**src/hw/zpu_isa_pkg.sv**
```systemverilog
package zpu_isa_pkg;

    ////////////////////////////////////////////////////////////////////
    // opcode bytes
    ////////////////////////////////////////////////////////////////////

    localparam logic [7:0] op_add_c       = 8'h05;
    localparam logic [7:0] op_and_c       = 8'h06;
    localparam logic [7:0] op_or_c        = 8'h07;
    localparam logic [7:0] op_not_c       = 8'h09;
    localparam logic [7:0] op_flip_c      = 8'h0A;
    localparam logic [7:0] op_nop_c       = 8'h0B;
    localparam logic [7:0] op_lessthan_c  = 8'h24;
    localparam logic [7:0] op_ulessthan_c = 8'h26;
    localparam logic [7:0] op_mult_c      = 8'h29;
    localparam logic [7:0] op_eq_c        = 8'h2E;
    localparam logic [7:0] op_sub_c       = 8'h31;

    ////////////////////////////////////////////////////////////////////
    // execute operations
    ////////////////////////////////////////////////////////////////////

    // im0 starts a constant, imn extends the one on tos
    typedef enum logic [3:0] {
        exe_nop,
        exe_im0,
        exe_imn,
        exe_add,
        exe_and,
        exe_or,
        exe_not,
        exe_flip,
        exe_sub,
        exe_eq,
        exe_lessthan,
        exe_ulessthan,
        exe_mul
    } exec_op_e;

endpackage

```
**src/hw/zpu_data_pkg.sv**
```systemverilog
package zpu_data_pkg;

    // one stack entry
    typedef logic [31:0] word_t;

    // payload bits carried by an im byte
    localparam int IMM_WIDTH = 7;

    typedef logic [IMM_WIDTH-1:0] imm_t;

    // defaults for the top level
    localparam int DEF_FIFO_DEPTH  = 4;
    localparam int DEF_STACK_DEPTH = 8;

endpackage

```
**src/hw/op_decoder.sv**
```systemverilog
module op_decoder
    import zpu_isa_pkg::*;
    import zpu_data_pkg::*;
(
    input  logic       clk,
    input  logic       rst,
    input  logic       inst_valid_i,
    input  logic [7:0] inst_byte_i,
    output logic       dec_valid_o,
    output exec_op_e   dec_op_o,
    output imm_t       dec_imm_o
);

    // set while the last accepted byte was an im
    logic     idim;
    exec_op_e op_c;

    always_comb begin
        op_c = exe_nop;
        if (inst_byte_i[7]) begin
            op_c = idim ? exe_imn : exe_im0;
        end else begin
            case (inst_byte_i)
                op_add_c:       op_c = exe_add;
                op_and_c:       op_c = exe_and;
                op_or_c:        op_c = exe_or;
                op_not_c:       op_c = exe_not;
                op_flip_c:      op_c = exe_flip;
                op_nop_c:       op_c = exe_nop;
                op_lessthan_c:  op_c = exe_lessthan;
                op_ulessthan_c: op_c = exe_ulessthan;
                op_mult_c:      op_c = exe_mul;
                op_eq_c:        op_c = exe_eq;
                op_sub_c:       op_c = exe_sub;
                // unknown bytes run as nop
                default:        op_c = exe_nop;
            endcase
        end
    end

    always_ff @(posedge clk) begin
        if (rst) begin
            dec_valid_o <= 1'b0;
            idim        <= 1'b0;
        end else begin
            dec_valid_o <= inst_valid_i;
            if (inst_valid_i) begin
                idim <= inst_byte_i[7];
            end
        end
    end

    // payload
    always_ff @(posedge clk) begin
        if (inst_valid_i) begin
            dec_op_o  <= op_c;
            dec_imm_o <= inst_byte_i[IMM_WIDTH-1:0];
        end
    end

endmodule

```
**src/hw/op_fifo.sv**
```systemverilog
module op_fifo
    import zpu_isa_pkg::*;
    import zpu_data_pkg::*;
#(
    parameter int FIFO_DEPTH = 4
) (
    input  logic     clk,
    input  logic     rst,
    input  logic     wr_i,
    input  exec_op_e op_i,
    input  imm_t     imm_i,
    input  logic     pop_i,
    output logic     valid_o,
    output exec_op_e op_o,
    output imm_t     imm_o,
    output logic     credit_o
);

    localparam int PTR_W = $clog2(FIFO_DEPTH);
    localparam int CNT_W = $clog2(FIFO_DEPTH + 1);

    exec_op_e         op_mem  [FIFO_DEPTH];
    imm_t             imm_mem [FIFO_DEPTH];
    logic [PTR_W-1:0] wr_ptr;
    logic [PTR_W-1:0] rd_ptr;
    logic [CNT_W-1:0] count;

    assign valid_o = (count != '0);
    assign op_o    = op_mem[rd_ptr];
    assign imm_o   = imm_mem[rd_ptr];

    always_ff @(posedge clk) begin
        if (wr_i) begin
            op_mem[wr_ptr]  <= op_i;
            imm_mem[wr_ptr] <= imm_i;
        end
    end

    always_ff @(posedge clk) begin
        if (rst) begin
            wr_ptr   <= '0;
            rd_ptr   <= '0;
            count    <= '0;
            credit_o <= 1'b0;
        end else begin
            // every pop hands one slot back to the sender
            credit_o <= pop_i;
            if (wr_i) begin
                wr_ptr <= (wr_ptr == PTR_W'(FIFO_DEPTH - 1)) ? '0 : wr_ptr + 1'b1;
            end
            if (pop_i) begin
                rd_ptr <= (rd_ptr == PTR_W'(FIFO_DEPTH - 1)) ? '0 : rd_ptr + 1'b1;
            end
            case ({wr_i, pop_i})
                2'b10:   count <= count + 1'b1;
                2'b01:   count <= count - 1'b1;
                default: count <= count;
            endcase
        end
    end

    // a sender that keeps to its credits never overruns the buffer
    a_no_overflow: assert property (@(posedge clk) disable iff (rst)
        wr_i |-> (count != CNT_W'(FIFO_DEPTH)));

    a_no_underflow: assert property (@(posedge clk) disable iff (rst)
        pop_i |-> (count != '0));

endmodule

```
**src/hw/stack_exec.sv**
```systemverilog
module stack_exec
    import zpu_isa_pkg::*;
    import zpu_data_pkg::*;
#(
    parameter int STACK_DEPTH = 8
) (
    input  logic     clk,
    input  logic     rst,
    input  logic     valid_i,
    input  exec_op_e op_i,
    input  imm_t     imm_i,
    output logic     pop_o,
    output logic     res_valid_o,
    output word_t    tos_o,
    output word_t    nos_o
);

    localparam int W = $bits(word_t);

    typedef enum logic [1:0] {
        st_idle,
        st_mul1,
        st_mul2
    } exec_state_e;

    exec_state_e        state;
    word_t              stk [STACK_DEPTH];
    word_t              alu_res;
    word_t              flip_w;
    logic               do_push;
    logic               do_pull;
    logic signed [W-1:0] mul_p1;
    logic signed [W-1:0] mul_p2;

    assign tos_o = stk[0];
    assign nos_o = stk[1];

    // take a new op only when no multiply is running
    assign pop_o = valid_i && (state == st_idle);

    always_comb begin
        for (int i = 0; i < W; i++) begin
            flip_w[i] = stk[0][W-1-i];
        end
    end

    ////////////////////////////////////////////////////////////////////
    // result and stack movement per op
    ////////////////////////////////////////////////////////////////////

    always_comb begin
        alu_res = stk[0];
        do_push = 1'b0;
        do_pull = 1'b0;
        case (op_i)
            exe_im0: begin
                alu_res = {{(W-IMM_WIDTH){imm_i[IMM_WIDTH-1]}}, imm_i};
                do_push = 1'b1;
            end
            exe_imn:  alu_res = {stk[0][W-IMM_WIDTH-1:0], imm_i};
            exe_not:  alu_res = ~stk[0];
            exe_flip: alu_res = flip_w;
            exe_add: begin
                alu_res = stk[0] + stk[1];
                do_pull = 1'b1;
            end
            exe_and: begin
                alu_res = stk[0] & stk[1];
                do_pull = 1'b1;
            end
            exe_or: begin
                alu_res = stk[0] | stk[1];
                do_pull = 1'b1;
            end
            exe_sub: begin
                alu_res = stk[1] - stk[0];
                do_pull = 1'b1;
            end
            exe_eq: begin
                alu_res = W'(stk[0] == stk[1]);
                do_pull = 1'b1;
            end
            exe_lessthan: begin
                alu_res = W'($signed(stk[0]) < $signed(stk[1]));
                do_pull = 1'b1;
            end
            exe_ulessthan: begin
                alu_res = W'(stk[0] < stk[1]);
                do_pull = 1'b1;
            end
            // tos is rewritten later from the product
            exe_mul:  do_pull = 1'b1;
            default:  alu_res = stk[0];
        endcase
    end

    // two product stages, free running
    always_ff @(posedge clk) begin
        mul_p1 <= $signed(stk[0]) * $signed(stk[1]);
        mul_p2 <= mul_p1;
    end

    always_ff @(posedge clk) begin
        if (rst) begin
            state       <= st_idle;
            res_valid_o <= 1'b0;
            for (int i = 0; i < STACK_DEPTH; i++) begin
                stk[i] <= '0;
            end
        end else begin
            res_valid_o <= 1'b0;
            case (state)
                st_idle: begin
                    if (pop_o) begin
                        if (op_i == exe_mul) begin
                            state <= st_mul1;
                        end else begin
                            res_valid_o <= 1'b1;
                        end
                        stk[0] <= alu_res;
                        if (do_push) begin
                            // bottom entry falls off
                            for (int i = 1; i < STACK_DEPTH; i++) begin
                                stk[i] <= stk[i-1];
                            end
                        end else if (do_pull) begin
                            for (int i = 1; i < STACK_DEPTH - 1; i++) begin
                                stk[i] <= stk[i+1];
                            end
                            stk[STACK_DEPTH-1] <= '0;
                        end
                    end
                end
                st_mul1: state <= st_mul2;
                st_mul2: begin
                    stk[0]      <= mul_p2;
                    res_valid_o <= 1'b1;
                    state       <= st_idle;
                end
                default: state <= st_idle;
            endcase
        end
    end

    // mul holds the FIFO off until its product lands three cycles on
    a_mul_seq: assert property (@(posedge clk) disable iff (rst)
        (pop_o && op_i == exe_mul) |=> !pop_o ##1 !pop_o ##1 res_valid_o);

endmodule

```
**src/hw/zpu_exec_top.sv**
```systemverilog
module zpu_exec_top
    import zpu_isa_pkg::*;
    import zpu_data_pkg::*;
#(
    parameter int FIFO_DEPTH  = DEF_FIFO_DEPTH,
    parameter int STACK_DEPTH = DEF_STACK_DEPTH
) (
    input  logic       clk,
    input  logic       rst,
    input  logic       inst_valid_i,
    input  logic [7:0] inst_byte_i,
    output logic       credit_o,
    output logic       res_valid_o,
    output word_t      tos_o,
    output word_t      nos_o
);

    logic     dec_valid;
    exec_op_e dec_op;
    imm_t     dec_imm;
    logic     fifo_valid;
    exec_op_e fifo_op;
    imm_t     fifo_imm;
    logic     pop;

    op_decoder u_decoder (
        .clk          (clk),
        .rst          (rst),
        .inst_valid_i (inst_valid_i),
        .inst_byte_i  (inst_byte_i),
        .dec_valid_o  (dec_valid),
        .dec_op_o     (dec_op),
        .dec_imm_o    (dec_imm)
    );

    // credits reserve the slot, so no ready back to the decoder
    op_fifo #(
        .FIFO_DEPTH (FIFO_DEPTH)
    ) u_fifo (
        .clk      (clk),
        .rst      (rst),
        .wr_i     (dec_valid),
        .op_i     (dec_op),
        .imm_i    (dec_imm),
        .pop_i    (pop),
        .valid_o  (fifo_valid),
        .op_o     (fifo_op),
        .imm_o    (fifo_imm),
        .credit_o (credit_o)
    );

    stack_exec #(
        .STACK_DEPTH (STACK_DEPTH)
    ) u_exec (
        .clk         (clk),
        .rst         (rst),
        .valid_i     (fifo_valid),
        .op_i        (fifo_op),
        .imm_i       (fifo_imm),
        .pop_o       (pop),
        .res_valid_o (res_valid_o),
        .tos_o       (tos_o),
        .nos_o       (nos_o)
    );

endmodule

```
**config.mk**
```make
export PLATFORM = sky130hd
export DESIGN_NAME = zpu_exec_top
export DESIGN_NICKNAME = d
export VERILOG_FILES = /design/src/hw/zpu_isa_pkg.sv /design/src/hw/zpu_data_pkg.sv /design/src/hw/op_decoder.sv /design/src/hw/op_fifo.sv /design/src/hw/stack_exec.sv /design/src/hw/zpu_exec_top.sv
export SDC_FILE = /design/constraint.sdc
export NUM_CORES = 2
export LEC_CHECK = 0
export BUFFER_PORTS_ARGS = -buffer_cell sky130_fd_sc_hd__buf_2
export CORE_MARGIN = 3
export CORE_UTILIZATION = 40
export CTS_CLUSTER_DIAMETER = 150
export DETAILED_ROUTE_END_ITERATION = 8
export GPL_TIMING_DRIVEN = 0
export PLACE_DENSITY = 0.53
export SLEW_MARGIN = 20
export SYNTH_ARGS = -nofsm -noshare
export SYNTH_HDL_FRONTEND = slang
export SYNTH_SLANG_ARGS = --single-unit
export TNS_END_PERCENT = 1
```
**constraint.sdc**
```tcl
create_clock -name clk -period 16.3 [get_ports clk]
set_clock_uncertainty 0.15 [all_clocks]
set_input_delay 3.26 -clock clk [delete_from_list [all_inputs] [get_ports clk]]
set_output_delay 3.26 -clock clk [all_outputs]
set_load 0.01 [all_outputs]
```
==> qor.yml <==
setup_path:
  required_time_worst_endpoint_ns: 16.65
  worstRegToRegCells: 27
  critPathCaptureType: "flip-flop"
  setup_cp_type: "reg -> reg"
  regToRegEndpoint: "u_exec.mul_p1[31]"
  minimum_setup_slack_among_reg_to_reg_paths_ns: 5.35
  slowest_delay_ns: 1.01
  worst_path_max_delay_cell: "clkinv_1"
  critical-path-top-cell-by-count: "fa_1"
  r2r-start: "u_exec.stk[0][8]"
  crit_arrival_ns: 11.31
  cp_max_fo: 11
  start_kind: "flip-flop"
final_layout:
  n_fill_cell: 8698
  nNetsFinal: 4528
  sequential_cell_area_mm2: 0.0106
  flow.area_growth_from_synthesis_pct: 9.86
  end_of_flow_core_utilization_pct: 44.4
  layout-drive-gt1-share_pct: 7.80
  multi_input_comb_area_mm2: 0.0219
timing:
  timing.final.max_slew_violations: 0
  fmax_achieved_mhz: 91.3
  setup_viol: 0
  worst_slew_pin_slew_ns: 1.35
  worst_hold_slack_ns: 0.160
  rsz0062_at_grt: "no"
  layout_worst_path_cycle_share_pct: 67.2
  timing.slew.headroom_pct: 10.2
  setup-tns-final_ns: 0
  fin_crit_ns: 10.95
  hold_viol: 0
synthesis:
  synthArstFlopShare_pct: 0
  post-synth-top-count-cell: "inv_1"
  yosysTopAreaCellShare_pct: 23.4
  postSynthAreaPerCell_um2: 9.69
  synth_seq_area_share_pct: 29.6
  ys_top_cells_by_area: "edfxtp_1 (23%), fa_1 (23%), ha_1 (9.9%)"
  synth.distinct_cells: 82
  synth-seq-cells: 390
  mappedNetlistArea_mm2: 0.0358
  postSynth.topFlopCell: "edfxtp_1"
  ys_warn_count: 0
  post-synth-top-area-cell: "edfxtp_1"
  synth_enable_flop_cells: 279
  netlist_instances: 3692
  synth_commonest_cells: "inv_1 (527), nor2_1 (453), fa_1 (411), nand2_1 (364), ha_1 (284)"
  synth_nets: 4398
worst_hold_path:
  hold_path_startpoint: "u_exec.mul_p1[22]"
  hp-class: "reg -> reg"
  worst_hold_path.endpoint: "u_exec.mul_p2[22]"
  timing.hold.worst_path_depth: 0
route:
  drc: 0
  vias_per_cell: 5.85
  antenna_violating_nets_post_route: 0
  routed_wl_um: 147000
  avgRoutedWirePerCell_um: 29.2
  first_iter_violations: 3228
  vias: 29380
  drtPass1Iterations: 6
placed_design:
  gp_congestion: 1.01
  placement.io_buffers: 76
  hpwl_um: 112000
clocking:
  h_tree_depth_reported_by_cts: 2
  tritoncts.num_buffers: 45
  cts.path.max_buffers: 3
  tritoncts_num_sinks: 390
  cts_tree: "built"
  post_cts.resized_instances: 0
  clk_pin_slew_ns: 0.08
  cts_setup_buffers: 0
  cts-hold-fix-buffers: 0
  insertion_delay_ns: 0.63
  cts_root_buffer: "clkbuf_16"
global_routing:
  grt_first_pass_wirelength_um: 208000
  via_count_of_the_first_global_routing_pass: 29301
  total_global_route_track_usage_pct: 31.1
  number_of_antenna_violations_at_the_first_check_in_global_routing: 9
  grt_start_max_net_pins: 42
  grt-ovfl-total: 0
die:
  initial_utilization_pct: 40.4
  dieWidth_um: 305
  die_h_um: 305
  num_rows: 109
  floorplan.die_area_mm2: 0.0930
  core-area_mm2: 0.0885
  ioPinCount: 77
flow_run:
  drv_cap: 0
outcome:
  status: "complete, no violations"
registers in the layout, indices dropped and copies added (netlist names), 3 cells and up, named ones only:
name and count:
u_exec.stk 256, u_exec.mul_p1 32, u_fifo.count 3, u_fifo.imm_mem 28
u_decoder.dec_op_o 4, u_exec.mul_p2 32, u_fifo.op_mem 16, u_decoder.dec_imm_o 7
critical path: cells and delay by family (launching register included):
family	cells	cell delay, ns
simple gates	3	0.84
buf+inv	7	2.81
flops	1	0.63
fa+ha+maj	9	3.85
xor+xnor	1	0.23
compound gates	7	2.29
logic make-up after synthesis:
group	after synthesis	synth area share [%]
and+or+nand+nor	966	11.1
buffers and inverters	814	9.34
AOI/OAI and AO/OA	708	13.6
adders and majority gates	695	32.9
DFF	390	29.6
xor gates and xnor gates	101	2.47
muxes	18	0.889
routing by layer:
layer / wire, um / GRT usage, % / up-vias
li1: - / - / 12406
met1: 60400 / 42.8 / 14862
met2: 61900 / 45.7 / 1706
met3: 15600 / 7.51 / 400
met4: 8620 / 15.2 / 6
met5: 39 / 0 / -
layout make-up:
type | instances | area share, %
repair buffers | 83 | 1.30
clock buffers | 66 | 3.22
plain buffers | 266 | 3.32
clock inverters | 18 | 0.596
multi-input cells | 2488 | 55.6
diodes | 2 | 0.0127
well taps | 1165 | 3.71
inverters | 548 | 5.24
flip-flops and latches | 390 | 27.0
metrics by stage:
stage,worst slack (ns),cells,area [um2]
final,5.35,5026,39300
after global routing,5.45,5024,39300
after CTS,5.64,5024,39300
after detailed placement,5.71,4940,37800
after global placement,5.47,4933,37600
after floorplan,8.94,3692,35800
worst max path at each step:
stage,startpoint,endpoint,cells past startpoint,slack (ns)
3_5_place_dp,u_exec.stk[0][9],u_exec.mul_p1[31],27,5.71
4_1_cts,u_exec.stk[0][10],u_exec.mul_p1[31],26,5.64
6_report,u_exec.stk[0][8],u_exec.mul_p1[31],27,5.35
2_1_floorplan,u_exec.stk[0][38],u_exec.mul_p1[31],26,8.94
5_1_grt,u_exec.stk[0][8],u_exec.mul_p1[31],27,5.45
3_3_place_gp,u_exec.stk[0][6],u_exec.mul_p1[31],27,5.47
placed cells by master (no fill, tap or decap), types with 11 or more instances in the layout:
master     netlist  layout
inv_1          527     527
a211oi_1        22      22
fa_1           411     411
nand2_1        364     363
o22ai_1         18      18
a21oi_1        171     171
buf_1           13      11
a22o_1         137     137
nor2_1         453     453
o21ai_0         97      97
a21o_1          29      26
a221o_1         22      22
mux4_2          11      11
nor2b_1         11      11
clkbuf_16        0      45
o21ai_1         62      62
o21bai_1        20      20
clkbuf_2         0      15
buf_4           65      67
clkbuf_1       161     162
xnor2_1         78      78
a31oi_1         12      12
nor3_1          29      27
edfxtp_1       279     279
o211ai_1        11      11
dfxtp_1        111     111
o221ai_1        13      13
ha_1           284     284
nand3_1         20      20
buf_2           26     103
a221oi_1        22      22
nand4_1         11      11
xor2_1          23      23
clkinv_1        15      18
nand2b_1        24      24
Power is not shown: default switching activity piles up to over one toggle a cycle in this logic, so the estimate is an artifact.
